**src/hdl/bpPkg.sv**
```systemverilog
package bpPkg;

    // ----------------------------------------
    // Table geometry and counter encoding
    // ----------------------------------------
    localparam int ADDR_W    = 32;
    localparam int WAYS      = 4;
    localparam int COUNTER_W = 2;

    // Weakly taken
    localparam logic [COUNTER_W-1:0] COUNTER_INIT = 2'b10;
    localparam logic [COUNTER_W-1:0] COUNTER_MAX  = 2'b11;
    localparam logic [COUNTER_W-1:0] COUNTER_MIN  = 2'b00;

    // Repair actions sent back by the functional unit
    localparam int ACTION_W = 2;
    localparam logic [ACTION_W-1:0] ACT_NONE   = 2'd0;
    localparam logic [ACTION_W-1:0] ACT_REPAIR = 2'd1;
    localparam logic [ACTION_W-1:0] ACT_DIRECT = 2'd2;

    // ----------------------------------------
    // Wishbone register map
    // ----------------------------------------
    localparam int WB_ADR_W = 2;
    localparam int WB_DAT_W = 32;

    localparam logic [WB_ADR_W-1:0] REG_CTRL    = 2'd0;
    localparam logic [WB_ADR_W-1:0] REG_STATUS  = 2'd1;
    localparam logic [WB_ADR_W-1:0] REG_UPDATES = 2'd2;
    localparam logic [WB_ADR_W-1:0] REG_MISPRED = 2'd3;

endpackage

```
**src/hdl/phtUpdate.sv**
```systemverilog
`timescale 1ns/1ps

module phtUpdate #(
    parameter int ENTRIES = 256
) (
    input  logic [bpPkg::ACTION_W-1:0]    updAction_i,
    input  logic                          updNeedRepair_i,
    input  logic [bpPkg::COUNTER_W-1:0]   updCheckPoint_i,
    input  logic [bpPkg::ADDR_W-1:0]      updVAddr_i,
    input  logic                          updTaken_i,
    input  logic                          busy_i,
    output logic [bpPkg::WAYS-1:0]        wrEn_o,
    output logic [$clog2(ENTRIES)-1:0]    wrIndex_o,
    output logic [bpPkg::COUNTER_W-1:0]   wrData_o,
    output logic                          accept_o,
    output logic                          mispred_o
);

    localparam int IDX_W = $clog2(ENTRIES);

    logic actionHit;
    logic atMax;
    logic atMin;

    assign actionHit = (updAction_i == bpPkg::ACT_REPAIR) || (updAction_i == bpPkg::ACT_DIRECT);
    assign accept_o  = updNeedRepair_i && actionHit && !busy_i;

    // Slot bits pick the bank
    assign wrEn_o = accept_o ? (bpPkg::WAYS'(1) << updVAddr_i[3:2]) : '0;

    // Same hash as the lookup side
    assign wrIndex_o = updVAddr_i[4 +: IDX_W] ^ updVAddr_i[4 + IDX_W +: IDX_W];

    // Saturating successor of the checkpoint
    assign atMax = (updCheckPoint_i == bpPkg::COUNTER_MAX) && updTaken_i;
    assign atMin = (updCheckPoint_i == bpPkg::COUNTER_MIN) && !updTaken_i;

    always_comb begin
        if (atMax || atMin) begin
            wrData_o = updCheckPoint_i;
        end else if (updTaken_i) begin
            wrData_o = updCheckPoint_i + 1'b1;
        end else begin
            wrData_o = updCheckPoint_i - 1'b1;
        end
    end

    // Predicted direction was the top counter bit
    assign mispred_o = accept_o && (updCheckPoint_i[bpPkg::COUNTER_W-1] != updTaken_i);

endmodule

```
**config.mk**
```make
export PLATFORM = sky130hd
export DESIGN_NAME = phtUpdate
export DESIGN_NICKNAME = d
export VERILOG_FILES = /design/src/hdl/bpPkg.sv /design/src/hdl/phtUpdate.sv
export SDC_FILE = /design/constraint.sdc
export NUM_CORES = 1
export LEC_CHECK = 0
export ABC_AREA = 1
export BUFFER_PORTS_ARGS = -buffer_cell sky130_fd_sc_hd__buf_2
export CAP_MARGIN = 10
export CORE_AREA = 5 5 42 44
export DETAILED_ROUTE_END_ITERATION = 10
export DIE_AREA = 0 0 47 49
export PLACE_DENSITY = 0.74
export SKIP_LAST_GASP = 1
export SYNTH_ARGS = -nofsm -noshare
export SYNTH_HDL_FRONTEND = slang
export SYNTH_SLANG_ARGS = --single-unit
```
**constraint.sdc**
```tcl
create_clock -name vclk -period 1.1
set_input_delay 0.055 -clock vclk [all_inputs]
set_output_delay 0.055 -clock vclk [all_outputs]
set_load 0.03 [all_outputs]
```
# Word level (Yosys, flattened, before mapping)
# Index checks and enable logic that the tools add are counted.
[word_totals]
latch_bits = 0
mem_bits_ro = 0
reg_bits = 0
input_bits = 39
out_inout_bits = 16
word_cells = 21
memories = 0
ram_bits = 0
[op_classes]
div_mod_pow = 0
shifts = 1
muxes = 3
magnitude_cmp = 0
add_sub_neg = 2
n_reduce_logical = 10
bitwise = 1
n_eq_ne = 4
n_mul = 0
[ops]
columns = ["cell", "count"]
rows = [
  ["$xor A8 B8 Y8", 1],
  ["$logic_and A1 B1 Y1", 5],
  ["$eq A2 B2 Y1 const B", 2],
  ["$mux W2", 2],
  ["$mux W4", 1],
  ["$shl A1 B2 Y4 const A", 1],
  ["$add A2 B1 Y2 const B", 1],
  ["$eq A2 B1 Y1 const B", 1],
  ["$logic_not A1 Y1", 2],
  ["$logic_not A2 Y1", 1],
  ["$logic_or A1 B1 Y1", 2],
  ["$sub A2 B1 Y2 const B", 1],
  ["$ne A1 B1 Y1", 1],
]

# Longest topological paths before layout
[depth]
ltp_word = 5
ltp_mapped = 4
ltp_nobuf = 4

# Worst setup path after synthesis
# Ideal clock, no wire load.
[synth_path]
kind = "input -> output"
start = "input updCheckPoint_i[0] in the netlist's numbering"
end = "output wrData_o[1] in the netlist's numbering"
arrival_time_ns = 0.706
setup_slack_ns = 0.339
t_required_ns = 1.045
n_path_buf = 0
path_stages = 3
cell_sequence = "inv_1 -> fa_1 -> inv_1"
[synth_via]
elab_chain_cells = 4
elab_cells_between_ends = 9
cone_classes = "2 x add/sub; 1 x eq/ne; 2 x mux; 4 x reduce/logical"
[synth_rtl]
columns = ["item", "line_no", "source"]
rows = [
  ["start, declared", "phtUpdate.sv:8", "input logic [bpPkg::COUNTER_W-1:0] updCheckPoint_i,"],
  ["parallel branches: the longest is 3 deep, another holds $sub A2 B1 Y2", "n/a", ""],
  ["$mux W2 (*)", "phtUpdate.sv:39", "if (atMax || atMin) begin"],
  ["end, declared", "phtUpdate.sv:14", "output logic [bpPkg::COUNTER_W-1:0] wrData_o,"],
]
# Mark *: on every way between the ends.

# Final worst setup path
# Same ends and word-level chain as after synthesis.

==> metrics.yaml <==
cp.arrival_ns: 0.84
min_path_type: "input pin to output pin"
fp.dieW_um: 47
final_cells: 94
syn_to_final_growth_pct: 108
layout-drive-gt1-share_pct: 55.1
clock_buffers: 0
maxSlewHeadroom_pct: 89.5
wirelength_um: 658
die_h_um: 49
status: "finished, final reports clean"
seq_area_sq_um: 0
total_power_w: 0.000231
nets: 120
hold_buffers: 0
synth_cells: 37
design.seq.count: 0
antenna_cells: 0
die-area_sq_mm: 0.00230
fin_ws_ns: 0.208
syn_nets: 77
hold_violations: 0
required_ns: 1.04
grt.total_usage_pct: 4.85
ctsResizeCount: 0
final_cell_mix: "buf_2, nand2_1, inv_1, xor2_1, nor2_1"
dp_slack_ns: 0.220
yosysSeqAreaShare_pct: 0
tns_ns: 0
multiInputGateArea_sq_um: 171
cp-end-kind: "output pin"
synth_area_sq_um: 209
cp-start-kind: "input pin"
final_common_cell: "buf_2"
ioPinCount: 55
grt-ovfl-total: 0
worstMarginPinSlew_ns: 0.159
nFillCells: 163
ys_types: 7
ant_nets: 0
setup_viol: 0
core_sq_mm: 0.00140
place_hpwl_um: 637
first_iter_violations: 1
wl_per_cell_um: 7.00
rows: 14
vdd_drop_max_mv: 0.191
vias_per_cell: 3.67
grt_max_degree: 7
ys_warn_count: 0
grt_pass1_wl_um: 924
start_util_pct: 14.9
maxCapViolCount: 0
drc: 0
crit_type: "input pin to output pin"
dr.pass1.iters: 3
port_buffers: 41
placedCellCount: 94
rsz0062_at_grt: "false"
syn_avg_cell_area_sq_um: 5.65
critical_path.max_fanout: 2
grt_pass1_vias: 263
fmax_mhz: 1120
slew_violations: 0
powerDensity_mw_per_mm2: 531
vias: 345
fin_crit_sh_pct: 81.1
min_period_ns: 0.892
gp_congestion: 0.543
power_leakage_nw: 0.310
post-cts-setup-buffer-count: 0
antenna_found_initial: 0
-- logic make-up (layout without fill, tap and decap cells) --
| logic type | Yosys count | count (layout) | synth area share, % |
|---|---|---|---|
| and+or+nand+nor | 18 | 18 | 38.9 |
| buffers and inverters | 10 | 51 | 18.0 |
| xor gates and xnor gates | 8 | 8 | 33.5 |
| adders and majority gates | 1 | 1 | 9.58 |
-- report_power, final --
part / internal [W] / leakage [nW] / total, W / switching, W
Sequential: 0 / 0 / 0 / 0
Combinational: 0.0000828 / 0.310 / 0.000231 / 0.000148
Clock: 0 / 0 / 0 / 0
-- final timing paths --
check / startpoint / to / slack, ns / depth (start not counted)
setup / recovery: updCheckPoint_i[0] / wrData_o[1] / 0.21 / 5
hold / removal: updVAddr_i[7] / wrIndex_o[3] / 0.41 / 3
-- per-layer routing --
layer	wire (um)	global-route usage, %	share of wire (%)	vias to the layer above
li1	-	-	-	184
met1	208	5.88	32	135
met2	306	9.28	47	26
met3	143	0.369	22	0
met4	0	0	0	0
met5	0	0	0	-
-- critical path, stage by stage --
cell	delay, ns
buf_2	0.07
inv_1	0.05
fa_1	0.42
inv_1	0.05
buf_2	0.18
-- layout make-up --
class,count,share of cell area [%]
Multi-Input combinational cell,27,39.5
Timing Repair Buffer,41,47.3
Inverter,10,8.65
Tap cell,16,4.61
-- Yosys cell counts --
library cell | count | area [sq um]
inv_1 | 10 | 37.5
nor2_4 | 1 | 11.3
nand2_1 | 11 | 41.3
nand3_2 | 1 | 10.0
fa_1 | 1 | 20.0
xor2_1 | 8 | 70.1
nor2_1 | 5 | 18.8
-- stage by stage --
stage,util (%),hold WS (ns),area [sq um]
after global placement,31.0,0.407,434
final,31.0,0.408,434
after floorplan,-,0.268,209
after CTS,31.0,0.412,434
after global routing,31.0,0.422,434
after detailed placement,31.0,0.409,434
(Power assumes the default switching activity.)
