$ cat config.mk
export PLATFORM = sky130hd
export DESIGN_NAME = phtBank
export DESIGN_NICKNAME = d
export VERILOG_FILES = /design/src/hdl/bpPkg.sv /design/src/hdl/phtBank.sv
export SDC_FILE = /design/constraint.sdc
export NUM_CORES = 1
export LEC_CHECK = 0
export BUFFER_PORTS_ARGS = -buffer_cell sky130_fd_sc_hd__buf_2
export CAP_MARGIN = 30
export CORE_UTILIZATION = 42
export CTS_CLUSTER_SIZE = 28
export DETAILED_ROUTE_END_ITERATION = 12
export SKIP_LAST_GASP = 1
export SYNTH_ARGS = -nofsm -noshare
export SYNTH_HDL_FRONTEND = slang
export SYNTH_SLANG_ARGS = --single-unit
$ cat constraint.sdc
create_clock -name clk -period 11.5 [get_ports clk]
set_clock_uncertainty 0.2 [all_clocks]
set_input_delay 0 -clock clk [delete_from_list [all_inputs] [get_ports clk]]
set_output_delay 0 -clock clk [all_outputs]
set_load 0.005 [all_outputs]
$ cat src/hdl/bpPkg.sv
package bpPkg;

    // ----------------------------------------
    // Table geometry and counter encoding
    // ----------------------------------------
    localparam int ADDR_W    = 32;
    localparam int WAYS      = 4;
    localparam int COUNTER_W = 2;

    // Weakly taken
    localparam logic [COUNTER_W-1:0] COUNTER_INIT = 2'b10;
    localparam logic [COUNTER_W-1:0] COUNTER_MAX  = 2'b11;
    localparam logic [COUNTER_W-1:0] COUNTER_MIN  = 2'b00;

    // Repair actions sent back by the functional unit
    localparam int ACTION_W = 2;
    localparam logic [ACTION_W-1:0] ACT_NONE   = 2'd0;
    localparam logic [ACTION_W-1:0] ACT_REPAIR = 2'd1;
    localparam logic [ACTION_W-1:0] ACT_DIRECT = 2'd2;

    // ----------------------------------------
    // Wishbone register map
    // ----------------------------------------
    localparam int WB_ADR_W = 2;
    localparam int WB_DAT_W = 32;

    localparam logic [WB_ADR_W-1:0] REG_CTRL    = 2'd0;
    localparam logic [WB_ADR_W-1:0] REG_STATUS  = 2'd1;
    localparam logic [WB_ADR_W-1:0] REG_UPDATES = 2'd2;
    localparam logic [WB_ADR_W-1:0] REG_MISPRED = 2'd3;

endpackage

$ cat src/hdl/phtBank.sv
`timescale 1ns/1ps

module phtBank #(
    parameter int ENTRIES = 256
) (
    input  logic                          clk,
    input  logic                          rst,
    input  logic [$clog2(ENTRIES)-1:0]    rdIndex_i,
    input  logic                          wrEn_i,
    input  logic [$clog2(ENTRIES)-1:0]    wrIndex_i,
    input  logic [bpPkg::COUNTER_W-1:0]   wrData_i,
    input  logic                          sweepEn_i,
    input  logic [$clog2(ENTRIES)-1:0]    sweepIndex_i,
    output logic [bpPkg::COUNTER_W-1:0]   rdData_o,
    output logic                          rdValid_o
);

    logic [bpPkg::COUNTER_W-1:0] counters [ENTRIES];
    logic [ENTRIES-1:0]          valid;

    // Counter storage, sweep wins over the update port
    always_ff @(posedge clk) begin
        if (sweepEn_i) begin
            counters[sweepIndex_i] <= bpPkg::COUNTER_INIT;
        end else if (wrEn_i) begin
            counters[wrIndex_i] <= wrData_i;
        end
    end

    always_ff @(posedge clk) begin
        if (!rst) begin
            valid <= '0;
        end else if (sweepEn_i) begin
            valid[sweepIndex_i] <= 1'b0;
        end else if (wrEn_i) begin
            valid[wrIndex_i] <= 1'b1;
        end
    end

    // Registered read with same-entry forwarding.
    // An entry with valid clear always holds the init value, so it is
    // returned directly and unswept storage is never seen.
    always_ff @(posedge clk) begin
        if (!rst) begin
            rdData_o  <= bpPkg::COUNTER_INIT;
            rdValid_o <= 1'b0;
        end else if (sweepEn_i) begin
            rdData_o  <= bpPkg::COUNTER_INIT;
            rdValid_o <= 1'b0;
        end else if (wrEn_i && (wrIndex_i == rdIndex_i)) begin
            rdData_o  <= wrData_i;
            rdValid_o <= 1'b1;
        end else if (valid[rdIndex_i]) begin
            rdData_o  <= counters[rdIndex_i];
            rdValid_o <= 1'b1;
        end else begin
            rdData_o  <= bpPkg::COUNTER_INIT;
            rdValid_o <= 1'b0;
        end
    end

endmodule

======== Yosys cells after proc, flatten, opt, wreduce, memory -nomap -nowiden ========
Memories as Yosys holds them, arrays and structs flattened.
Index checks and enable logic that the tools add are counted.
word-level totals
  flip-flop bits (word level) ............. 259
  bits in writable memories ............... 512
  output and inout port bits .............. 3
  memories ................................ 1
cells by class
  magnitude comparators ................... 5
  eq/ne operators ......................... 1
  muxes and demuxes ....................... 20
  bitwise gates (word level) .............. 4
  reductions and logical operators ........ 6
memories
  memory    depth  width  rd ports  clocked after Yosys merged registers in  write ports  RTL line       text
  counters  256    2      1         0                                        1            phtBank.sv:18  logic [bpPkg::COUNTER_W-1:0] counters [ENTRIES];
operators with widths
  operator                                                                              number
  256-bit two-way mux                                                                   2
  256-bit AND                                                                           1
  256-bit inverter                                                                      1
  256-bit OR                                                                            1
  8-bit by 9-bit < comparator with 1-bit output (second input constant)                 3
  1-bit demux with 8-bit select                                                         2
  8-bit by 1-bit greater-or-equal comparator with 1-bit output (second input constant)  2
  1-bit two-way mux                                                                     11
  1-bit binary-select mux with 8-bit select                                             1
  8-bit == test                                                                         1
  8-bit two-way mux                                                                     1
  2-bit two-way mux                                                                     3
  2-bit OR reduction                                                                    2
  1-bit logical AND                                                                     3
  2-bit nonzero test                                                                    1
  1-bit inverter                                                                        1

======== Depth between registers and ports, before layout ========
  depth in word-level cells ............... 7
  mapped depth ............................ 14
  mapped depth without buffers ............ 8

======== Least setup slack after synthesis ========
No wires, ideal clock.
  path type ............................... input to register
  start point ............................. in sweepEn_i
  end point ............................... mem counters[0][0] in the netlist's numbering, data pin
  setup time .............................. 867 ps
  data arrival time ....................... 4,037 ps
  slack ................................... 6,396 ps
  cell stages on the path ................. 4
  path buffers ............................ 2
  cells stage by stage .................... clkbuf_1 nor2b_1 clkbuf_1 and2_1
between the ends
  word-level cells in the longest chain between the ends .. 4
ends and longest elaborated chain
  what                                     RTL line       text
  start, declared                          phtBank.sv:12  input logic sweepEn_i,
  1-bit two-way mux                        phtBank.sv:23  if (sweepEn_i) begin
  1-bit two-way mux (not written as such)  phtBank.sv:26  counters[wrIndex_i] <= wrData_i;
  2-bit OR reduction (no source line)      --
  2-bit two-way mux (no source line)       --
  end, declared                            phtBank.sv:18
Every way passes these cells.

======== Worst setup path in the final report ========
  start point ............................. reg valid[133]
  end point ............................... reg rdData_o[1] in the netlist's numbering
between the ends
  word-level cells in the longest chain between the ends .. 4
ends and longest elaborated chain
  what                                       RTL line       text
  start, declared                            phtBank.sv:19  logic [ENTRIES-1:0] valid;
  start signal, assigned                     phtBank.sv:32  valid <= '0;
  start signal, assigned by index            phtBank.sv:34  valid[sweepIndex_i] <= 1'b0;
  start signal, assigned by index            phtBank.sv:36  valid[wrIndex_i] <= 1'b1;
  1-bit binary-select mux with 8-bit select  phtBank.sv:53  end else if (valid[rdIndex_i]) begin
  1-bit two-way mux (not written as such)    phtBank.sv:53
  2-bit two-way mux                          phtBank.sv:53
  2-bit two-way mux                          phtBank.sv:50  end else if (wrEn_i && (wrIndex_i == rdIndex_i)) begin
  end signal, assigned                       phtBank.sv:51  rdData_o <= wrData_i;
  end signal, assigned                       phtBank.sv:54  rdData_o <= counters[rdIndex_i];
  end signal, assigned                       phtBank.sv:57  rdData_o <= bpPkg::COUNTER_INIT;
  end, declared                              phtBank.sv:14  output logic [bpPkg::COUNTER_W-1:0] rdData_o,
Every way passes these cells. The select of a mux whose other input is x is not followed.
A chain may end at the register's enable or synchronous reset.

==> flow_summary.ini <==
[detailed_routing]
drtIter0Drc = 2756
first_pass_iters = 7
vias_per_cell = 6.17
postRouteAntennaNets = 0
wire_per_inst_um = 26.9
drc = 0
vias = 23870
totalWireLength_mm = 104

[cts]
path_clk_slew_ps = 60
cts_setup_buffers = 0
cts_tree = yes
htree_num_levels = 3
cts_inserted_buffers = 84
cts.sinks = 771
clock_latency_ps = 650
clk_path_buf_depth = 3
cts-root-buf = clkbuf_16

[yosys]
syn_inst = 2734
synth_area_leader_cell = edfxtp_1
synth_area_leaders = edfxtp_1 45%, dfxtp_1 15%, mux4_2 10%
async_flop_share_pct = 0
synth_cell_types = 68
synth_fp_nets = 2764
synthTopCellsByCount = 512 x edfxtp_1, 341 x nand2_1, 314 x nor2_1
synth_edf_count = 512
syn_area_per_cell_sq_um = 12.5
yosys_warnings = 0
synth.ff_latch_count = 771
synth.most_common_cell = edfxtp_1
synth_top_area_share_pct = 45.0
ys_seq_area_share_pct = 60.2
synth_ff_type = edfxtp_1
syn_area_sq_um = 34200

[critical_path]
critPathLaunch = valid[133]
worstSetupPathType = flip-flop to flip-flop
r2r_end = rdData_o[1]
end_kind = flip-flop
critPathMaxFanout = 3
cpPeakStageDelay_ps = 850
r2r_cells = 8
worst_r2r_startpoint = valid[133]
r2r_setup_slack_ps = 7530
cp_top_family = compound AO/OA/AOI/OAI gates
path_buf_inv = 1
path_cells = mux4_1 > mux4_2 > and2_1 > a2111oi_0 > or4_1 > a41o_2 > a211o_1 > dlygate4sd3_1
arrival_ps = 4360
slowest_stage = a2111oi_0
crit_required_ps = 11890
startpoint_type = flip-flop

[pwr]
p_seq_share_pct = 47.9
power.switching_mw = 1.40
p_per_area_nw_per_um2 = 159
sw_frac_of_total_pct = 22.6
combinationalPowerShare_pct = 5.8
power_mw = 6.17
internal_power_mw = 4.77
p_leak_nw = 12.2
p_clk_share_pct = 46.3
peakVddDrop_v = 0.000112

[global_route]
first_global_vias = 24073
overflow = 0
grt_max_degree = 101
grt.total_usage_pct = 25.0
grt_pass1_wl_mm = 154
antenna_found_initial = 3

[floorplanning]
die_y_um = 287
coreArea_sq_um = 80500
dieArea_sq_um = 82500
dieWidth_um = 287
num_io_pins = 33
rows = 104
start_util_pct = 42.4

[placed_design]
pre_cts_slack_ps = 7520
port_buffers = 32
dpl.hpwl_mm = 65.5
place.gp.congestion = 0.886

[sta]
relSlewSlack_pct = 20.8
worst_pin_slew_ps = 1180
setup_viol = 0
worst_slack_ps = 7530
final_hold_viol_count = 0
timing.final.crit_share_pct = 34.5
setup_tns_ps = 0
slew_viol_final = 0
max_clock_freq_mhz = 252
rsz0062_at_grt = false
period_needed_ps = 3970

[layout]
nNetsFinal = 2767
area_growth_pct = 13.4
drive_gt1_share_pct = 15.2

[min_path]
holdPathStages = 6
hold-path-endpoint = rdValid_o
hold_class = primary input to flip-flop
hold_path.startpoint = rdIndex_i[6]

[flow_run]
drv_cap = 0

[run_status]
status = completed
## routing by layer
metal  up-vias  global-route usage [%]  wire, um
met3       286                    4.84      9770
met1     12049                    33.2     41200
met5         -                       0        13
met4         2                    11.8      4960
met2      1318                    39.5     47900
li1      10215                       -         -
## final cells by class
cell class / instances / area [sq um]
fillers: 6933 / 41800
flip-flops and latches: 771 / 20600
clock inverters: 48 / 642
clock buffers: 106 / 2300
well taps: 1060 / 1330
inverters: 11 / 41.3
diodes: 1 / 2.50
multi-input cells: 1727 / 12500
repair buffers: 142 / 1370
## worst min-delay path: stages
cell and delay, ps:
buf_2 320, o311ai_0 190, a31oi_1 80, o31ai_1 70
a41o_2 280, inv_1 50
## timing repair
action,in CTS,in global routing
hold buffers,39,0
hold endpoints to repair,242,0
gates resized for setup,0,0
## flip-flops by register name, summed over array words and instances (netlist names)
name	count
rdValid_o	1
counters	512
valid	256
rdData_o	2
## cells in the final DEF (no fill, tap or decap), types with 23 or more instances in the layout
master | Yosys | layout
a21boi_0 | 219 | 219
clkbuf_16 | 0 | 86
buf_2 | 14 | 29
nor2_1 | 314 | 312
dlygate4sd3_1 | 0 | 39
mux4_1 | 26 | 26
nand3_1 | 40 | 40
nor3_1 | 29 | 23
mux2i_1 | 46 | 46
nand2_1 | 341 | 341
dfxtp_1 | 259 | 259
edfxtp_1 | 512 | 512
mux4_2 | 155 | 155
a21oi_1 | 42 | 42
buf_4 | 11 | 45
o21ai_0 | 268 | 268
## power by group through the flow
stage                     combinational (mW)  sequential [mW]  clock [mW]
final                                  0.357             2.95        2.86
after global routing                   0.370             2.95        2.99
after CTS                              0.349             2.95        2.89
after detailed placement               0.340             3.01           0
after global placement                 0.329             3.01           0
after floorplan                        0.212             3.02           0
## cell families after synthesis
kind of cell / count (synthesis) / synth area share, %
DFF: 771 / 60.2
AOI/OAI and AO/OA: 641 / 11.9
muxes: 229 / 13.6
buffers and inverters: 236 / 3.48
and+or+nand+nor: 849 / 10.6
xor gates and xnor gates: 8 / 0.205
## stage by stage
stage / area (sq um) / hold WS (ps) / std cells / util [%]
floorplan: 34200 / -82.2 / 2734 / -
finish: 38800 / 200 / 3866 / 48.1
detailed placement: 35300 / 205 / 3666 / 43.9
global placement: 34900 / 203 / 3641 / 43.4
global route: 38800 / 205 / 3865 / 48.1
CTS: 38700 / 158 / 3859 / 48.0
## worst max-delay path by stage
stage                          end  slack [ps]  cells after the start
finish                 rdData_o[1]        7530                      8
global placement       rdData_o[1]        7570                      9
detailed placement     rdData_o[1]        7520                      9
floorplan           counters[0][0]        6400                      4
CTS                    rdData_o[0]        7590                      8
global route           rdData_o[1]        7480                     10
(Power assumes the default switching activity.)
