`src/hdl/bpPkg.sv`:
```
package bpPkg;

    // ----------------------------------------
    // Table geometry and counter encoding
    // ----------------------------------------
    localparam int ADDR_W    = 32;
    localparam int WAYS      = 4;
    localparam int COUNTER_W = 2;

    // Weakly taken
    localparam logic [COUNTER_W-1:0] COUNTER_INIT = 2'b10;
    localparam logic [COUNTER_W-1:0] COUNTER_MAX  = 2'b11;
    localparam logic [COUNTER_W-1:0] COUNTER_MIN  = 2'b00;

    // Repair actions sent back by the functional unit
    localparam int ACTION_W = 2;
    localparam logic [ACTION_W-1:0] ACT_NONE   = 2'd0;
    localparam logic [ACTION_W-1:0] ACT_REPAIR = 2'd1;
    localparam logic [ACTION_W-1:0] ACT_DIRECT = 2'd2;

    // ----------------------------------------
    // Wishbone register map
    // ----------------------------------------
    localparam int WB_ADR_W = 2;
    localparam int WB_DAT_W = 32;

    localparam logic [WB_ADR_W-1:0] REG_CTRL    = 2'd0;
    localparam logic [WB_ADR_W-1:0] REG_STATUS  = 2'd1;
    localparam logic [WB_ADR_W-1:0] REG_UPDATES = 2'd2;
    localparam logic [WB_ADR_W-1:0] REG_MISPRED = 2'd3;

endpackage

```
`src/hdl/phtWbRegs.sv`:
```
`timescale 1ns/1ps

module phtWbRegs (
    input  logic                         clk,
    input  logic                         rst,
    input  logic                         wbCyc_i,
    input  logic                         wbStb_i,
    input  logic                         wbWe_i,
    input  logic [bpPkg::WB_ADR_W-1:0]   wbAdr_i,
    input  logic [bpPkg::WB_DAT_W-1:0]   wbDat_i,
    input  logic                         accept_i,
    input  logic                         mispred_i,
    input  logic                         busy_i,
    output logic [bpPkg::WB_DAT_W-1:0]   wbDat_o,
    output logic                         wbAck_o,
    output logic                         flushReq_o
);

    logic                         wbReq;
    logic                         ctrlWrite;
    logic                         statsClear;
    logic [bpPkg::WB_DAT_W-1:0]   updCount;
    logic [bpPkg::WB_DAT_W-1:0]   mispredCount;
    logic [bpPkg::WB_DAT_W-1:0]   rdMux;

    assign wbReq = wbCyc_i && wbStb_i;

    // ----------------------------------------
    // Handshake, one wait cycle per access
    // ----------------------------------------
    always_ff @(posedge clk) begin
        if (!rst) begin
            wbAck_o <= 1'b0;
        end else begin
            wbAck_o <= wbReq && !wbAck_o;
        end
    end

    // Control write acts in the ack cycle
    assign ctrlWrite  = wbAck_o && wbReq && wbWe_i && (wbAdr_i == bpPkg::REG_CTRL);
    assign flushReq_o = ctrlWrite && wbDat_i[0];
    assign statsClear = ctrlWrite && wbDat_i[1];

    always_comb begin
        case (wbAdr_i)
            bpPkg::REG_STATUS:  rdMux = {{(bpPkg::WB_DAT_W-1){1'b0}}, busy_i};
            bpPkg::REG_UPDATES: rdMux = updCount;
            bpPkg::REG_MISPRED: rdMux = mispredCount;
            default:            rdMux = '0;
        endcase
    end

    // Read data is captured with the ack and zero otherwise
    always_ff @(posedge clk) begin
        if (!rst) begin
            wbDat_o <= '0;
        end else if (wbReq && !wbAck_o && !wbWe_i) begin
            wbDat_o <= rdMux;
        end else begin
            wbDat_o <= '0;
        end
    end

    // ----------------------------------------
    // Statistics, both counters wrap
    // ----------------------------------------
    always_ff @(posedge clk) begin
        if (!rst) begin
            updCount     <= '0;
            mispredCount <= '0;
        end else if (statsClear) begin
            updCount     <= '0;
            mispredCount <= '0;
        end else if (accept_i) begin
            updCount <= updCount + 1'b1;
            if (mispred_i) begin
                mispredCount <= mispredCount + 1'b1;
            end
        end
    end

endmodule

```
`config.mk`:
```
export PLATFORM = sky130hd
export DESIGN_NAME = phtWbRegs
export DESIGN_NICKNAME = d
export VERILOG_FILES = /design/src/hdl/bpPkg.sv /design/src/hdl/phtWbRegs.sv
export SDC_FILE = /design/constraint.sdc
export NUM_CORES = 1
export LEC_CHECK = 0
export ABC_CLOCK_PERIOD_IN_PS = 1700
export BUFFER_PORTS_ARGS = -buffer_cell sky130_fd_sc_hd__buf_4
export CORE_UTILIZATION = 50
export DETAILED_ROUTE_END_ITERATION = 10
export PLACE_DENSITY = 0.78
export SLEW_MARGIN = 40
export SYNTH_ARGS = -nofsm -noshare
export SYNTH_HDL_FRONTEND = slang
export SYNTH_SLANG_ARGS = --single-unit
```
`constraint.sdc`:
```
create_clock -name clk -period 1.7 [get_ports clk]
set_input_delay 0.17 -clock clk [delete_from_list [all_inputs] [get_ports clk]]
set_output_delay 0.17 -clock clk [all_outputs]
set_load 0.05 [all_outputs]
```
## Word-level counts from Yosys, hierarchy flattened

Index checks and enable logic that the tools add are counted.

- Flip-flop bits (word level): 97
- Bits of input ports: 42
- Output and inout port bits: 34
- Word-level logic and storage cells: 25

- $add $sub $neg: 2
- Equality and inequality tests: 3
- Muxes and demuxes: 1
- Bitwise logic cells: 1
- Reductions and logical operators: 14

Operator list:

| operator | count |
|---|---|
| case mux 32 bit (3 select lines) | 1 |
| adder 32 x 1 -> 32 bit (second input constant) | 2 |
| logical AND 1 bit | 8 |
| == test 2 bit (second input constant) | 2 |
| AND reduction 2 bit | 2 |
| == test 2 x 1 -> 1 bit (second input constant) | 1 |
| logical NOT 1 bit | 2 |
| logical NOT 2 bit | 1 |
| OR reduction 2 bit | 1 |
| NOT 1 bit | 1 |

## Depth between registers and ports, before layout

- Word-level depth: 6
- Mapped depth: 7

## Least setup slack after synthesis

Ideal clock, no wire load.

- Path kind: register to register
- Start: register wbAck_o
- End: register updCount[10] (netlist bit)
- Setup time: 128 ps
- Arrival: 1925 ps
- Slack: -352 ps
- Stages on the path, launching flop included: 6
- Path buffers: 2
- Period minus slack after synthesis: 2052 ps
- Cell sequence: dfxtp_1 > nor4bb_1 > a31o_2 > clkbuf_1 > buf_1 > nor2_1

- Word-level cells in the longest chain between the ends: 5

Ends and longest elaborated chain:

| what | line | source |
|---|---|---|
| start, declared | phtWbRegs.sv:15 | `output logic wbAck_o,` |
| start signal, assigned | phtWbRegs.sv:35 | `wbAck_o <= wbReq && !wbAck_o;` |
| logical AND 1 bit (3 in series) | phtWbRegs.sv:40 | `assign ctrlWrite = wbAck_o && wbReq && wbWe_i && (wbAdr_i == bpPkg::REG_CTRL);` |
| logical AND 1 bit | phtWbRegs.sv:42 | `assign statsClear = ctrlWrite && wbDat_i[1];` |
| OR reduction 2 bit (no line) | n/a |  |
| end signal, assigned | phtWbRegs.sv:75 | `updCount <= updCount + 1'b1;` |
| end, declared | phtWbRegs.sv:22 | `logic [bpPkg::WB_DAT_W-1:0] updCount;` |

No other way between the ends.
A chain may end at the register's enable or synchronous reset.

## Final worst setup path

- Start: register updCount[14] (netlist bit)
- End: register updCount[31] (netlist bit)

- Word-level cells in the longest chain between the ends: 1

Ends and longest elaborated chain:

| what | line |
|---|---|
| adder 32 x 1 -> 32 bit | phtWbRegs.sv:75 |

No other way between the ends.

==> results by stage <==
Route:
- The post-detailed-route wirelength per cell is 16.3 um.
- The residual antenna-violating net count after detailed routing is 0.
- The post-route DRC violation count is 0.
- The count of TritonRoute iterations in the first routing pass is 5.
- The number of vias per cell is 5.77.
- The initial DRC count is 254.
- Detailed routing inserted a total of approximately 4000 vias.
- The routed design has 11300 um of wire.

Synth:
- By count the netlist is led by sky130_fd_sc_hd__dfxtp_1, sky130_fd_sc_hd__nor2_1, sky130_fd_sc_hd__a21oi_1.
- The share of flip-flops with an asynchronous set or reset after synthesis is 0%.
- Of the post-synthesis cell area, the dominant cell type holds 45.8%.
- The cell area that synthesis handed to floorplanning was 4240 um2.
- The number of different library cells used by synthesis comes to 35.
- The number of flops mapped to enable cells by yosys is 0.
- The net count after synthesis is 516.
- The synthesized design spends more area on one cell type than any other, namely sky130_fd_sc_hd__dfxtp_1.
- The most used flip-flop cell after synthesis is sky130_fd_sc_hd__dfxtp_1.
- In the synthesized netlist, the number of instances is 472.
- In the post-synthesis netlist, the biggest area contributors are sky130_fd_sc_hd__dfxtp_1, sky130_fd_sc_hd__mux2i_1, sky130_fd_sc_hd__nor2_1, sky130_fd_sc_hd__or4_1, sky130_fd_sc_hd__a21oi_1.
- The most frequently used cell type in the post-synthesis netlist is sky130_fd_sc_hd__dfxtp_1.
- The mean instance size in the synthesized netlist is ~9.0 um2.
- The portion of the post-synthesis area used by sequential elements is around 46%.
- During synthesis, Yosys emitted a total of 0 warnings.
- Counting flops and latches in the post-synthesis netlist gives 97.

STA:
- The number of hold-slack violations in the final timing report is 0.
- The worst-case setup margin in the final layout is -0.182 ns.
- The maximum clock rate is 0.531 GHz.
- Across all hold checks on the routed design, the worst slack comes to 0.140 ns.
- Setup repair after global routing could not meet its margin everywhere.
- The total of endpoints with negative setup slack in the final report is 30.
- The period utilization is 111%.
- For the pin with the worst max-slew slack, the measured transition is 0.639 ns.
- In this run the tightest slew margin relative to its limit is around 57%.
- The final clock skew is 0.00743 ns.
- The final-report max-slew violation count is 0.
- The time the worst path needs with I/O delays and setup is ~1.9 ns.

Die:
- The area enclosed by the die boundary is 8850 um2.
- Pin placement for this block handled 76 I/O pins.
- The region available for standard cell placement spans 8220 um2.
- The number of placement rows is 33.
- The floorplan die height is between 90 and 100 um.
- The floorplan step set the die width to 94.1 um.
- The effective utilization at floorplan is 51.6%.

Critical path:
- At the worst endpoint, the arrival time is ~2.2 ns.
- The worst-case reg-to-reg path depth is 5.
- The worst setup path is launched from a flip-flop.
- The worst setup path is of the flip-flop to flip-flop kind.
- In this run the worst setup path terminates at updCount[31]$_SDFFE_PP0P_.
- Tracing the worst setup path back leads to its startpoint at updCount[14]$_SDFFE_PP0P_.
- The endpoint of the lowest-slack register-to-register path is updCount[31]$_SDFFE_PP0P_.
- For this design, the slowest cell found on the critical path is sky130_fd_sc_hd__or4_4.
- The signal on the critical path passes through nand4_1 -> or4_4 -> buf_8 -> or4_1 -> a21oi_1.
- STA classifies the critical path endpoint as a flip-flop.
- The worst endpoint required time is 1.99 ns.
- The worst-path maximum fanout is 15.
- For this run, the slowest stage of the critical path takes 0.57 ns.
- The setup check on the worst reg-to-reg path leaves a slack of -0.18 ns.
- The startpoint identified for the worst register-to-register timing path is updCount[14]$_SDFFE_PP0P_.

Power:
- Combinational logic is responsible for under 10% of the overall power.
- The clock share of power is between 30% and 40%.
- The sequential fraction of design power is 58.4%.
- The worst-case vdd ir drop is between 0.4 and 0.5 mV.
- The internal power of the cells totals 0.00298 W.
- The power density over the cells is 676 nW/um2.
- Summed over all cells, the static leakage comes to 2.26 nW.
- The net switching share of the total power is 23.9%.
- The switching power is 0.000936 W.

Placed design:
- The half-perimeter wire length of the detailed placement result is 7530 um.
- At the end of routability-driven placement, the weighted congestion stood at 0.873.
- The post-detailed-placement cell area is 5250 um2.
- The number of input and output port buffers inserted is 45.
- Including well taps, the total number of placed cells is between 600 and 700.

Final layout:
- Summing all non-filler instances in the final layout gives an area of 5790 um2.
- The fill cell instance count of the final layout is about 600.
- The finished layout holds roughly 700 standard cells, fillers aside.
- The post-route netlist has 36.7% of its cells at a drive strength greater than 1.
- At the end of the flow, the number of nets in the layout was 630.
- The synthesis-to-layout area growth is 36.7%.
- The antenna diode count is 0.

Clock network:
- After clock tree synthesis, the clock-pin slew on the worst setup and hold paths is 0.10 ns.
- The maximum root-to-sink buffer count is 2.
- Buffers inserted during clock tree synthesis total 9.
- The root buffer cell chosen for the clock tree is sky130_fd_sc_hd__clkbuf_8.
- Counting every sink on the clock net gives 97.
- The H-tree depth is 3.
- The clock tree from TritonCTS is done.
- The later pin in the worst-skew pair is clocked with a latency of 0.36 ns.

Global routing:
- The global-route usage over all layers is between 20% and 30%.
- The number of antenna violations at the first check in global routing is 0.
- Entering global routing, the biggest net connects 60 pins.
- Summed over all layers, the global routing overflow is 0.
- The via count of the first global-routing pass was 3921.
- The first global-routing pass estimated ~18000 um of wire.

Status:
- The checks that failed: negative setup slack.
- The flow ran to the end, but the final reports show violations.

Hold path:
- In this run the worst hold path is classified as input port to flip-flop.

Job:
- The total of max-cap violations is 0.
[how the worst min path moves through the flow]
stage	from	endpoint	slack, ns	cells past startpoint
after floorplan	wbWe_i	wbDat_o[0]$_SDFF_PN0_	0.25	1
final	rst	wbAck_o$_SDFF_PN0_	0.14	3
after global routing	rst	wbAck_o$_SDFF_PN0_	0.16	3
after global placement	wbWe_i	wbDat_o[0]$_SDFF_PN0_	0.35	2
after detailed placement	wbWe_i	wbDat_o[0]$_SDFF_PN0_	0.36	2
after CTS	rst	wbAck_o$_SDFF_PN0_	0.14	3
[critical path, delay by kind of cell (launching register included)]
kind	cells	cell delay, ns
compound gates	1	0.15
simple gates	3	1.12
buf+inv	1	0.16
flops	1	0.37
[routing by layer]
metal | wire [um] | vias to the layer above | global-route usage (%)
met3 | 578 | 40 | 3.48
met2 | 5810 | 138 | 46.8
met5 | 0 | - | 0
met4 | 414 | 0 | 13.8
li1 | - | 1923 | -
met1 | 4540 | 1915 | 31.0
[metrics by stage]
| step | power (W) | TNS, ns | utilization, % | setup WS [ns] |
|---|---|---|---|---|
| 2_1_floorplan | 0.00244 | -0.156 | - | -0.0362 |
| 3_3_place_gp | 0.00250 | -0.940 | 63.8 | -0.129 |
| 3_5_place_dp | 0.00251 | -2.11 | 63.8 | -0.145 |
| 4_1_cts | 0.00392 | -1.90 | 68.5 | -0.110 |
| 5_1_grt | 0.00405 | -4.53 | 70.5 | -0.217 |
| 6_report | 0.00391 | -2.54 | 70.5 | -0.182 |
[power by group through the flow]
stage	sequential (W)	clock (W)	combinational, W
CTS	0.00228	0.00145	0.000183
floorplan	0.00234	0	0.0000973
global route	0.00229	0.00157	0.000202
detailed placement	0.00234	0	0.000177
finish	0.00228	0.00144	0.000188
global placement	0.00233	0	0.000169
[registers in the layout, indices dropped and copies added, names as in the netlist]
register      cells
mispredCount     32
wbAck_o           1
updCount         32
wbDat_o          32
[final cells by class]
cell class                 instances  area (um2)  share of cell area, %
timing repair buffer             128        1020                   17.6
sequential                        97        2000                   34.5
inverter                          13        48.8                  0.843
tap                              105         131                   2.27
clock buffer                      11         151                   2.62
multi-input combinational        337        2400                   41.5
clock inverter                     5        37.5                  0.648
[kinds of logic after synthesis]
| family | synth area share (%) |
|---|---|
| adder cells (fa/ha/maj) | 0.591 |
| XOR/XNOR | 4.34 |
| AND/OR/NAND/NOR | 26.0 |
| multiplexers | 9.01 |
| AO/OA/AOI/OAI | 10.3 |
| buffers and inverters | 3.87 |
| flip-flops | 45.8 |
[timing repair]
item / CTS / global route
setup endpoints to repair: 30 / 37
pin swaps: 22 / 12
buffers inserted: 9 / 4
gates cloned: 1 / 0
hold endpoints to repair: 1 / 0
hold buffers: 1 / 0
gates resized for setup: 26 / 30
[cells in the final DEF, fill, tap and decap left out, types with 5 or more instances in the layout]
master,Yosys,final
sky130_fd_sc_hd__nor2_1,56,56
sky130_fd_sc_hd__o31ai_2,0,6
sky130_fd_sc_hd__xor2_1,11,11
sky130_fd_sc_hd__and3_1,8,8
sky130_fd_sc_hd__dfxtp_4,0,9
sky130_fd_sc_hd__nor3_1,8,5
sky130_fd_sc_hd__or4_4,0,11
sky130_fd_sc_hd__buf_4,0,116
sky130_fd_sc_hd__dfxtp_1,97,70
sky130_fd_sc_hd__nand2b_1,5,5
sky130_fd_sc_hd__nand2_1,29,27
sky130_fd_sc_hd__and2_1,5,5
sky130_fd_sc_hd__buf_6,2,9
sky130_fd_sc_hd__nand4_1,16,16
sky130_fd_sc_hd__inv_1,13,13
sky130_fd_sc_hd__o31ai_1,21,12
sky130_fd_sc_hd__nand3_1,14,14
sky130_fd_sc_hd__clkbuf_8,0,11
sky130_fd_sc_hd__or4_1,26,15
sky130_fd_sc_hd__mux2i_1,37,37
sky130_fd_sc_hd__xnor2_1,10,8
sky130_fd_sc_hd__a21oi_2,0,5
sky130_fd_sc_hd__o21ai_0,15,14
sky130_fd_sc_hd__dfxtp_2,0,18
sky130_fd_sc_hd__a21oi_1,38,33
sky130_fd_sc_hd__or3_1,14,13
Note: power is estimated with default switching activity, not from simulation.
