$ cat src/hdl/sweepCounter.sv
`timescale 1ns/1ps

module sweepCounter #(
    parameter int ENTRIES = 256
) (
    input  logic                       clk,
    input  logic                       rst,
    input  logic                       en_i,
    output logic [$clog2(ENTRIES)-1:0] index_o,
    output logic                       last_o
);

    localparam int IDX_W = $clog2(ENTRIES);

    assign last_o = (index_o == IDX_W'(ENTRIES - 1));

    // Wraps back to zero after the last entry
    always_ff @(posedge clk) begin
        if (!rst) begin
            index_o <= '0;
        end else if (en_i) begin
            index_o <= last_o ? '0 : index_o + 1'b1;
        end
    end

endmodule

$ cat config.mk
export PLATFORM = sky130hd
export DESIGN_NAME = sweepCounter
export DESIGN_NICKNAME = d
export VERILOG_FILES = /design/src/hdl/sweepCounter.sv
export SDC_FILE = /design/constraint.sdc
export NUM_CORES = 1
export LEC_CHECK = 0
export BUFFER_PORTS_ARGS = -buffer_cell sky130_fd_sc_hd__buf_2
export CELL_PAD_IN_SITES_DETAIL_PLACEMENT = 0
export CELL_PAD_IN_SITES_GLOBAL_PLACEMENT = 1
export CORE_AREA = 2 2 39 41
export DETAILED_ROUTE_END_ITERATION = 12
export DIE_AREA = 0 0 41 43
export PLACE_DENSITY_LB_ADDON = 0.1
export SLEW_MARGIN = 10
export SYNTH_ARGS = -nofsm -noshare
export SYNTH_HDL_FRONTEND = slang
export SYNTH_SLANG_ARGS = --single-unit
$ cat constraint.sdc
create_clock -name clk -period 1.8 [get_ports clk]
set_clock_uncertainty 0.15 [all_clocks]
set_input_delay 0.36 -clock clk [delete_from_list [all_inputs] [get_ports clk]]
set_output_delay 0.36 -clock clk [all_outputs]
set_load 0.01 [all_outputs]
======== Word level (Yosys, flattened, before mapping) ========
Cells that the tools add are included.
operators by class
  add/sub/neg operators ................... 1
  $mul .................................... 0
  div/mod/pow operators ................... 0
  $lt $le $gt $ge ......................... 0
  equality and inequality tests ........... 1
  shift-type cells ........................ 0
  multiplexer cells ....................... 1
  bitwise gates (word level) .............. 0
  reduce and logical (&&, ||, !) cells .... 0
operator list
  operator                                      count
  adder 8 x 1 -> 8 bit (second input constant)  1
  equality test 8 bit (second input constant)   1
  2-to-1 mux 8 bit                              1
word-level totals
  bits in registers ....................... 8
  bits in latches ......................... 0
  bits in writable memories ............... 0
  bits in read-only memories .............. 0
  bits of input ports ..................... 3
  output and inout bits ................... 9
  word-level logic and storage cells ...... 4
  memories ................................ 0

======== Logic depth before layout (Yosys ltp) ========
Gate-level depths: netlist of the first run.
  depth after elaboration ................. 2
  depth in mapped cells ................... 4
  mapped depth without buffers ............ 4

======== Worst setup path after synthesis of the first run ========
No wires, ideal clock.
  path type ............................... reg2out
  start point ............................. register index_o[0]
  end point ............................... output last_o
  data arrival time ....................... 1.005 ns
  data required time ...................... 1.290 ns
  setup slack ............................. 0.285 ns
  stages on the path, launching flop included .. 4
  buffers on the path ..................... 0
  path through ............................ dfxtp_1 > ha_1 > nand2_1 > nor3_1
on the way
  cells in the longest elaborated chain, start to end .. 1
ends and longest elaborated chain
  element                 RTL line  RTL
  start, declared         9         output logic [$clog2(ENTRIES)-1:0] index_o,
  start signal, assigned  22        index_o <= last_o ? '0 : index_o + 1'b1;
  equality test 8 bit     15        assign last_o = (index_o == IDX_W'(ENTRIES - 1));
  end, declared           10        output logic last_o
No other way between the ends.

======== Final worst setup path of the first run ========
Same ends and word-level chain as after synthesis.

==> results of run 1 <==
## routing by layer
layer | GRT usage | vias up | routed length [um]
li1 | - | 175 | -
met4 | 0.0800 | 0 | 0
met3 | 0.0314 | 0 | 45
met2 | 0.172 | 9 | 407
met5 | 0 | - | 0
met1 | 0.142 | 164 | 381
## stage by stage
step	hold slack (ns)	cells	utilization	cell area, um^2
floorplan	0.332	40	-	372
global placement	0.338	67	0.323	447
detailed placement	0.359	67	0.323	447
CTS	0.261	70	0.349	483
global route	0.279	70	0.351	485
finish	0.265	70	0.351	485
## power breakdown
group	leakage (nW)	switching, W	total, W	internal (W)
combinational	0.132	0.0000125	0.0000237	0.0000113
clock	0.0138	0.0000626	0.000139	0.0000764
sequential	0.0660	0.00000573	0.000188	0.000182
total	0.212	0.0000808	0.000351	0.000270
## synthesized netlist by cell type, drive strengths merged
master	number
dfxtp	8
nand2	4
o21ai	3
and2	2
nand3	2
nand3b	2
nand4	2
nor3	2
or3	2
xnor2	2
a211o	1
a21boi	1
a21oi	1
ha	1
inv	1
mux2i	1
nor2	1
nor2b	1
o211a	1
o31ai	1
xor2	1
## cell families after synthesis
kind of cell             synth area share
AND/OR/NAND/NOR                     0.279
flip-flops                          0.431
adder cells (fa/ha/maj)            0.0337
AO/OA/AOI/OAI                       0.148
buffers and inverters              0.0101
XOR/XNOR                           0.0707
multiplexers                       0.0269
## path summary, 6_finish.rpt
kind                     end
hold reg to reg   index_o[5]
setup reg to reg  index_o[7]
hold / removal    index_o[7]
setup / recovery      last_o
## final cells by class
type                    count  area [um^2]  share of cell area
multi-input cells          31          220               0.454
flip-flops and latches      8          164               0.338
inverters                   1         3.75             0.00773
well taps                  16         20.0              0.0412
clock buffers               3         22.5              0.0464
repair buffers             11         55.1               0.113
## critical path, delay by kind of cell, from the launching register on
kind	cells	cell delay, ns
adders and majority gates	1	0.22
buffers and inverters	1	0.16
DFF	1	0.37
and+or+nand+nor	2	0.20
## timing repair
action                                  CTS  global route
hold buffers                              0             0
gates resized for setup                   4             2
pin swaps                                 0             0
endpoints found under the setup margin    1             1
==> metrics.md, run 1 <==
| Metric | Value |
|---|---|
| Status | `finished clean` |
| # setup viols final | `0` |
| Mapped Cells | `40` |
| Worst r2r src | `index_o[0]` |
| WP data arrival | `1.20 ns` |
| Leakage power | `0.212 nW` |
| Worst skew pair latency | `0.25 ns` |
| Max Cap Viol | `0` |
| RSZ-0062 raised after global routing | `no` |
| Final layout net count | `60` |
| Synthesized Nets | `44` |
| Clock tree buffer depth | `2` |
| Port bufs | `11` |
| Type of the most critical hold path | `in2reg` |
| Dpl ws | `0.240 ns` |
| Die X | `41 um` |
| Initial DRC Count | `5` |
| GRT Resource Usage Total | `0.118` |
| Worst setup SP type | `register` |
| Slowest stage delay, CP | `0.37 ns` |
| Synth top area cells | `dfxtp_1 43%, xnor2_1 4.7%, o21ai_0 4.0%` |
| CTS tree | `yes` |
| Top Ports | `12` |
| Most common cell after layout, fill and taps aside | `buf_2` |
| Register area share after synthesis | `0.431` |
| Fillers | `151` |
| Final-report max-slew violation count | `0` |
| Largest fanout on the critical path | `5` |
| Worst R2R Path Depth | `4` |
| Max reg flops | `8` |
| Total power | `0.000351 W` |
| First-pass GRT wire length | `1370 um` |
| Final WS setup | `0.0903 ns` |
| Largest net degree at the start of global routing | `9` |
| Final Hold Viols | `0` |
| F_max | `0.585 GHz` |
| Antenna diode count | `0` |
| Vias per cell | `4.97` |
| Die height | `43 um` |
| Worst Min Path Start | `rst` |
| Area of the mapped netlist | `372 um^2` |
| Slew @ Worst Pin | `0.324 ns` |
| Synthesized flop and latch total | `8` |
| Period utilisation layout | `0.950` |
| Post CTS Setup Buffer Count | `0` |
| Worst hold path stage count | `2` |
| Post-layout min period | `1.71 ns` |
| Share of cells above drive strength 1 | `0.407` |
| Top cell type's share of synthesized area | `0.431` |
| Yosys cell types | `22` |
| Clock Sinks | `8` |
| Synth area leader | `dfxtp_1` |
| Critical Path, Cell by Cell | `ha_2, nand2_1, nor3_2, buf_2` |
| Setup TNS Final | `0 ns` |
| Site row count | `14` |
| Antenna Nets Post-Route | `0` |
| Grt total ovfl | `0` |
| Via count | `348` |
| WP data required | `1.29 ns` |
| Commonest cells after routing, fill and taps aside | `11 x buf_2, 5 x dfxtp_1, 4 x nand2_1` |
| Reg with most FFs | `index_o` |
| Critical Path Slowest Stage Cell | `dfxtp_2` |
| DP HPWL | `610 um` |
| Cell Pwr Density | `722 nW/um^2` |
| Syn Area/Cell | `9.29 um^2` |
| FF-to-FF setup slack | `0.39 ns` |
| Yosys warnings | `0` |
| Root Driver | `clkbuf_4` |
| H-tree levels | `1` |
| Initial antenna violation count | `0` |
| Critical path class | `reg2out` |
| Initial Util | `0.269` |
| Regs by FF count | `index_o: 8 flops` |
| Core ar. | `1380 um^2` |
| Layout area overhead | `30.6%` |
| Setup crit end kind | `output pin` |
| Vias in the first global route | `332` |
| Peak supply drop | `0.000373 V` |
| Drt wl/cell | `11.9 um` |
| DRT Wirelength | `835 um` |
| Die area | `1760 um^2` |
| Gp weighted congestion | `0.645` |
| Setup crit start | `index_o[0]` |
| Drt pass-1 iters | `2` |
| Clock slew at reported path FFs | `0.06 ns` |
| Max transition margin | `0.782` |
| Total CTS buffers | `3` |
| # DRC | `0` |
No activity file was read; power rests on OpenSTA's default activity.
==> run 2, diff against run 1 <==
- CTS_CLUSTER_DIAMETER: default -> 30
- SETUP_SLACK_MARGIN: default -> 0.02
- clock period: 1.8 -> 1.5 ns (I/O delays scaled with it)
==> metrics.md, run 2 (synthesis gave the netlist of run 1 again) <==
| Metric | Value |
|---|---|
| Clock tree buffer depth | `2 (unchanged)` |
| Initial Util | `0.269 (unchanged)` |
| # DRC | `0 (unchanged)` |
| Total CTS buffers | `3 (unchanged)` |
| Initial DRC Count | `2 (was 5)` |
| Setup TNS Final | `-0.0967 ns (was 0 ns)` |
| Grt total ovfl | `0 (unchanged)` |
| RSZ-0062 raised after global routing | `yes (was no)` |
| Vias per cell | `4.82 (was 4.97)` |
| Total power | `0.000429 W (was 0.000351 W)` |
| DP HPWL | `679 um (was 610 um)` |
| Initial antenna violation count | `0 (unchanged)` |
| H-tree levels | `1 (unchanged)` |
| Gp weighted congestion | `0.650 (was 0.645)` |
| Antenna Nets Post-Route | `0 (unchanged)` |
| Final Hold Viols | `0 (unchanged)` |
| Clock slew at reported path FFs | `0.05 ns (was 0.06 ns)` |
| Largest fanout on the critical path | `2 (was 5)` |
| DRT Wirelength | `886 um (was 835 um)` |
| Post-Layout Cell Count | `77 (was 70)` |
| Slew @ Worst Pin | `0.248 ns (was 0.324 ns)` |
| Root Driver | `clkbuf_4 (unchanged)` |
| Worst setup SP type | `register (unchanged)` |
| FF-to-FF setup slack | `0.08 ns (was 0.39 ns)` |
| CTS tree | `yes (unchanged)` |
| Most common cell after layout, fill and taps aside | `buf_2 (unchanged)` |
| Core ar. | `1380 um^2 (unchanged)` |
| Placed Area | `484 um^2 (was 447 um^2)` |
| Antenna diode count | `0 (unchanged)` |
| Status | `complete, but fails checks (was finished clean)` |
| Die height | `43 um (unchanged)` |
| Drt pass-1 iters | `2 (unchanged)` |
| Final layout net count | `67 (was 60)` |
| Commonest cells after routing, fill and taps aside | `11 x buf_2, 7 x buf_4, 4 x dfxtp_2, 4 x dfxtp_1 (was 11 x buf_2, 5 x dfxtp_1, 4 x nand2_1)` |
| Cell Pwr Density | `746 nW/um^2 (was 722 nW/um^2)` |
| First-pass GRT wire length | `1650 um (was 1370 um)` |
| Site row count | `14 (unchanged)` |
| Max transition margin | `0.834 (was 0.782)` |
| Critical path class | `reg2out (unchanged)` |
| Fillers | `143 (was 151)` |
| Post-layout min period | `1.60 ns` |
| Hold_buf cts | `0 (unchanged)` |
| Placed insts | `72 (was 67)` |
| Die X | `41 um (unchanged)` |
| Final WS setup | `-0.0967 ns (was 0.0903 ns)` |
| Peak supply drop | `0.000319 V (was 0.000373 V)` |
| Port bufs | `11 (unchanged)` |
| Max Cap Viol | `0 (unchanged)` |
| Leakage power | `0.282 nW (was 0.212 nW)` |
| Setup crit end kind | `output pin (unchanged)` |
| Layout area overhead | `54.9% (was 30.6%)` |
| WP data required | `1.05 ns (was 1.29 ns)` |
| Final-report max-slew violation count | `0 (unchanged)` |
| Max reg flops | `8 (unchanged)` |
| GRT Resource Usage Total | `0.139 (was 0.118)` |
| Type of the most critical hold path | `in2reg (unchanged)` |
| Die area | `1760 um^2 (unchanged)` |
| WP data arrival | `1.15 ns (was 1.20 ns)` |
| # setup viols final | `1 (was 0)` |
| Failing checks | `setup timing` |
| Top Ports | `12 (unchanged)` |
| Fin area | `576 um^2 (was 485 um^2)` |
| Via count | `371 (was 348)` |
| Reg with most FFs | `index_o (unchanged)` |
| Period utilisation layout | `1.06` |
| Regs by FF count | `index_o: 8 flops (unchanged)` |
| Drt wl/cell | `11.5 um (was 11.9 um)` |
| Vias in the first global route | `380 (was 332)` |
| Largest net degree at the start of global routing | `9 (unchanged)` |
| Worst skew pair latency | `0.25 ns (about the same)` |
| F_max | `0.626 GHz` |
| Share of cells above drive strength 1 | `0.525 (was 0.407)` |
| Clock Sinks | `8 (unchanged)` |
==> run 2: cell count changes in the layout (fill, tap and decap cells not counted), sizes merged <==
cell / change
buf: +7
==> run 2: stage by stage <==
stage	setup slack (ns)	hold slack, ns	util
2_1_floorplan	0.0449	0.272	-
3_3_place_gp	0.134	0.329	0.350
3_5_place_dp	0.0627	0.356	0.350
4_1_cts	-0.0939	0.213	0.404
5_1_grt	-0.156	0.227	0.416
6_report	-0.0967	0.212	0.416
==> run 2: cell type report <==
class | instances | area (um^2) | area share
multi-input cells | 31 | 256 | 0.446
flip-flops and latches | 8 | 165 | 0.287
repair buffers | 18 | 108 | 0.187
clock buffers | 3 | 22.5 | 0.0391
well taps | 16 | 20.0 | 0.0348
inverters | 1 | 3.75 | 0.00652
==> run 2: path summary, 6_finish.rpt <==
| path | to | depth (start not counted) | start |
|---|---|---|---|
| setup reg to reg | index_o[7] | 5 | index_o[1] |
| hold reg to reg | index_o[5] | 2 | index_o[5] |
| setup / recovery | last_o | 4 | index_o[1] |
| hold / removal | index_o[7] | 2 | rst |
==> run 2: report_power, final <==
group	switching, W	internal [W]
combinational	0.0000216	0.0000223
sequential	0.00000598	0.000219
clock	0.0000692	0.0000913
==> run 2: per-layer routing <==
metal	vias to the layer above	track usage	wire length, um
met5	-	0	0
met2	11	0.206	445
met1	171	0.175	382
li1	187	-	-
met3	2	0.0314	42
met4	0	0.0800	16
==> run 2: worst max-delay path, cell delays in order, from the launching register on <==
cell and delay, ns:
dfxtp_2 0.35, ha_4 0.15, nand2_4 0.05, nor3_4 0.19
buf_2 0.15
==> run 2: timing repair <==
action | in CTS | in global routing
pin swaps | 2 | 2
gates resized for setup | 9 | 4
endpoints found under the setup margin | 1 | 5
buffers inserted | 3 | 1
cloned | 0 | 0
endpoints found under the hold margin | 0 | 0
==> run 3, diff against run 2 <==
- CAP_MARGIN: default -> 10
- CELL_PAD_IN_SITES_DETAIL_PLACEMENT: 0 -> default
- CELL_PAD_IN_SITES_GLOBAL_PLACEMENT: 1 -> default
- PLACE_DENSITY_LB_ADDON: 0.1 -> default
==> metrics.md, run 3 (synthesis gave the netlist of run 1 again) <==
| Metric | Value |
|---|---|
| Hold_buf cts | `0 (unchanged)` |
| Worst setup SP type | `register (unchanged)` |
| Final core occ | `0.430 (was 0.416)` |
| Leakage power | `0.303 nW (was 0.282 nW)` |
| Total CTS buffers | `3 (unchanged)` |
| Final layout net count | `70 (was 67)` |
| Slowest stage delay, CP | `0.35 ns (about the same)` |
| Clock slew at reported path FFs | `0.05 ns (about the same)` |
| Vias in the first global route | `369 (was 380)` |
| Critical path class | `reg2out (unchanged)` |
| Drt pass-1 iters | `3 (was 2)` |
| Max Cap Viol | `0 (unchanged)` |
| Top Ports | `12 (unchanged)` |
| Final Hold Viols | `0 (unchanged)` |
| Comb power frac | `0.100 (was 0.102)` |
| Commonest cells after routing, fill and taps aside | `11 x buf_2, 7 x buf_4, 4 x dfxtp_2, 4 x dfxtp_1 (unchanged)` |
| Critical Path Slowest Stage Cell | `dfxtp_2 (unchanged)` |
| Initial DRC Count | `2 (unchanged)` |
| H-tree levels | `1 (unchanged)` |
| Status | `complete, but fails checks (unchanged)` |
| Die X | `41 um (unchanged)` |
| Die height | `43 um (unchanged)` |
| Slew @ Worst Pin | `0.289 ns (was 0.248 ns)` |
| Clock tree buffer depth | `2 (unchanged)` |
| Share of cells above drive strength 1 | `0.531 (was 0.525)` |
| Max transition margin | `0.805 (was 0.834)` |
| Buf+Inv Stages, Crit Path | `1 (unchanged)` |
| Port bufs | `11 (unchanged)` |
| Antenna Nets Post-Route | `0 (unchanged)` |
| Net Sw Frac | `0.230 (was 0.226)` |
| Most common cell after layout, fill and taps aside | `buf_2 (unchanged)` |
| Period utilisation layout | `1.07 (was 1.06)` |
| Largest fanout on the critical path | `2 (unchanged)` |
| Antenna diode count | `0 (unchanged)` |
| Placed Area | `484 um^2 (unchanged)` |
| # DRC | `0 (unchanged)` |
| Clock Sinks | `8 (unchanged)` |
| Root Driver | `clkbuf_4 (unchanged)` |
| Layout area overhead | `60.3% (was 54.9%)` |
| Drt wl/cell | `11.3 um (was 11.5 um)` |
| Critical Path, Cell by Cell | `ha_4, nand2_4, nor3_4, buf_2 (unchanged)` |
| Initial Util | `0.269 (unchanged)` |
| Grt total ovfl | `0 (unchanged)` |
| Reg with most FFs | `index_o (unchanged)` |
| Cell Pwr Density | `725 nW/um^2 (was 746 nW/um^2)` |
| Site row count | `14 (unchanged)` |
| Power Internal | `0.000332 W (about the same)` |
| Peak supply drop | `0.000445 V (was 0.000319 V)` |
| Seq pwr share | `0.519 (was 0.524)` |
| First-pass GRT wire length | `1570 um (was 1650 um)` |
| Failing checks | `setup timing (unchanged)` |
| Core ar. | `1380 um^2 (unchanged)` |
| WP data required | `1.05 ns (about the same)` |
| DRT Wirelength | `904 um (was 886 um)` |
| Post-layout min period | `1.60 ns (about the same)` |
| Via count | `384 (was 371)` |
| P_sw | `0.0000993 W (was 0.0000968 W)` |
| # setup viols final | `1 (unchanged)` |
| WP data arrival | `1.15 ns (about the same)` |
| RSZ-0062 raised after global routing | `yes (unchanged)` |
| CTS tree | `yes (unchanged)` |
| CP top delay family | `flip-flops (unchanged)` |
| Clk network pwr share | `0.381 (was 0.374)` |
| Type of the most critical hold path | `in2reg (unchanged)` |
| Vias per cell | `4.80 (was 4.82)` |
| Die area | `1760 um^2 (unchanged)` |
| Final-report max-slew violation count | `0 (unchanged)` |
| GRT Resource Usage Total | `0.138 (was 0.139)` |
| Gp weighted congestion | `0.702 (was 0.650)` |
| Largest net degree at the start of global routing | `9 (unchanged)` |
| F_max | `0.623 GHz (was 0.626 GHz)` |
| FF-to-FF setup slack | `0.08 ns (about the same)` |
| Initial antenna violation count | `0 (unchanged)` |
| Fin area | `596 um^2 (was 576 um^2)` |
| Final WS setup | `-0.104 ns (was -0.0967 ns)` |
| Worst skew pair latency | `0.25 ns (about the same)` |
| Regs by FF count | `index_o: 8 flops (unchanged)` |
| Max reg flops | `8 (unchanged)` |
| Setup crit end kind | `output pin (unchanged)` |
## run 3: final cells by class
type,instances,area (um^2)
clock buffers,3,22.5
fillers,148,788
repair buffers,21,141
inverters,1,3.75
flip-flops and latches,8,165
well taps,16,20.0
multi-input cells,31,243
## run 3: metal layers
layer  part of all wire  vias up  GRT usage
met2               0.49       12      0.188
met1               0.42      178      0.171
li1                   -      194          -
met4                  0        0     0.0400
met3              0.083        0     0.0942
met5                  0        -          0
## run 3: worst register-to-register path, cell delays in order (launching register included)
cell	delay (ns)
dfxtp_2	0.35
ha_4	0.15
buf_4	0.11
nand3_1	0.12
a211o_2	0.32
o211a_1	0.12
## run 3: path summary, 6_finish.rpt
check / from / endpoint / cells after the start
worst max-delay path: index_o[1] / last_o / 4
worst min-delay path: rst / index_o[7] / 2
worst max register to register: index_o[1] / index_o[7] / 5
worst min register to register: index_o[5] / index_o[5] / 2
## run 3: stage by stage
stage / setup TNS [ns] / total power (W) / setup WS, ns / instances / hold slack, ns
5_1_grt: -0.169 / 0.000464 / -0.161 / 80 / 0.205
4_1_cts: -0.112 / 0.000437 / -0.112 / 81 / 0.200
2_1_floorplan: 0 / 0.000242 / 0.0449 / 40 / 0.272
3_3_place_gp: 0 / 0.000263 / 0.117 / 72 / 0.335
6_report: -0.104 / 0.000432 / -0.104 / 80 / 0.204
3_5_place_dp: 0 / 0.000264 / 0.0667 / 72 / 0.360
## run 3: timing repair
| item | CTS | global route |
|---|---|---|
| setup endpoints to repair | 1 | 3 |
| pin swaps | 3 | 1 |
| resized for setup | 12 | 4 |
| buffers inserted | 6 | 0 |
## run 3: power groups by stage
stage / Clock, W / Combinational [W] / Sequential (W)
after global routing: 0.000191 / 0.0000485 / 0.000225
after CTS: 0.000172 / 0.0000419 / 0.000224
after detailed placement: 0 / 0.0000386 / 0.000225
after floorplan: 0 / 0.0000118 / 0.000230
final: 0.000164 / 0.0000431 / 0.000224
after global placement: 0 / 0.0000380 / 0.000225
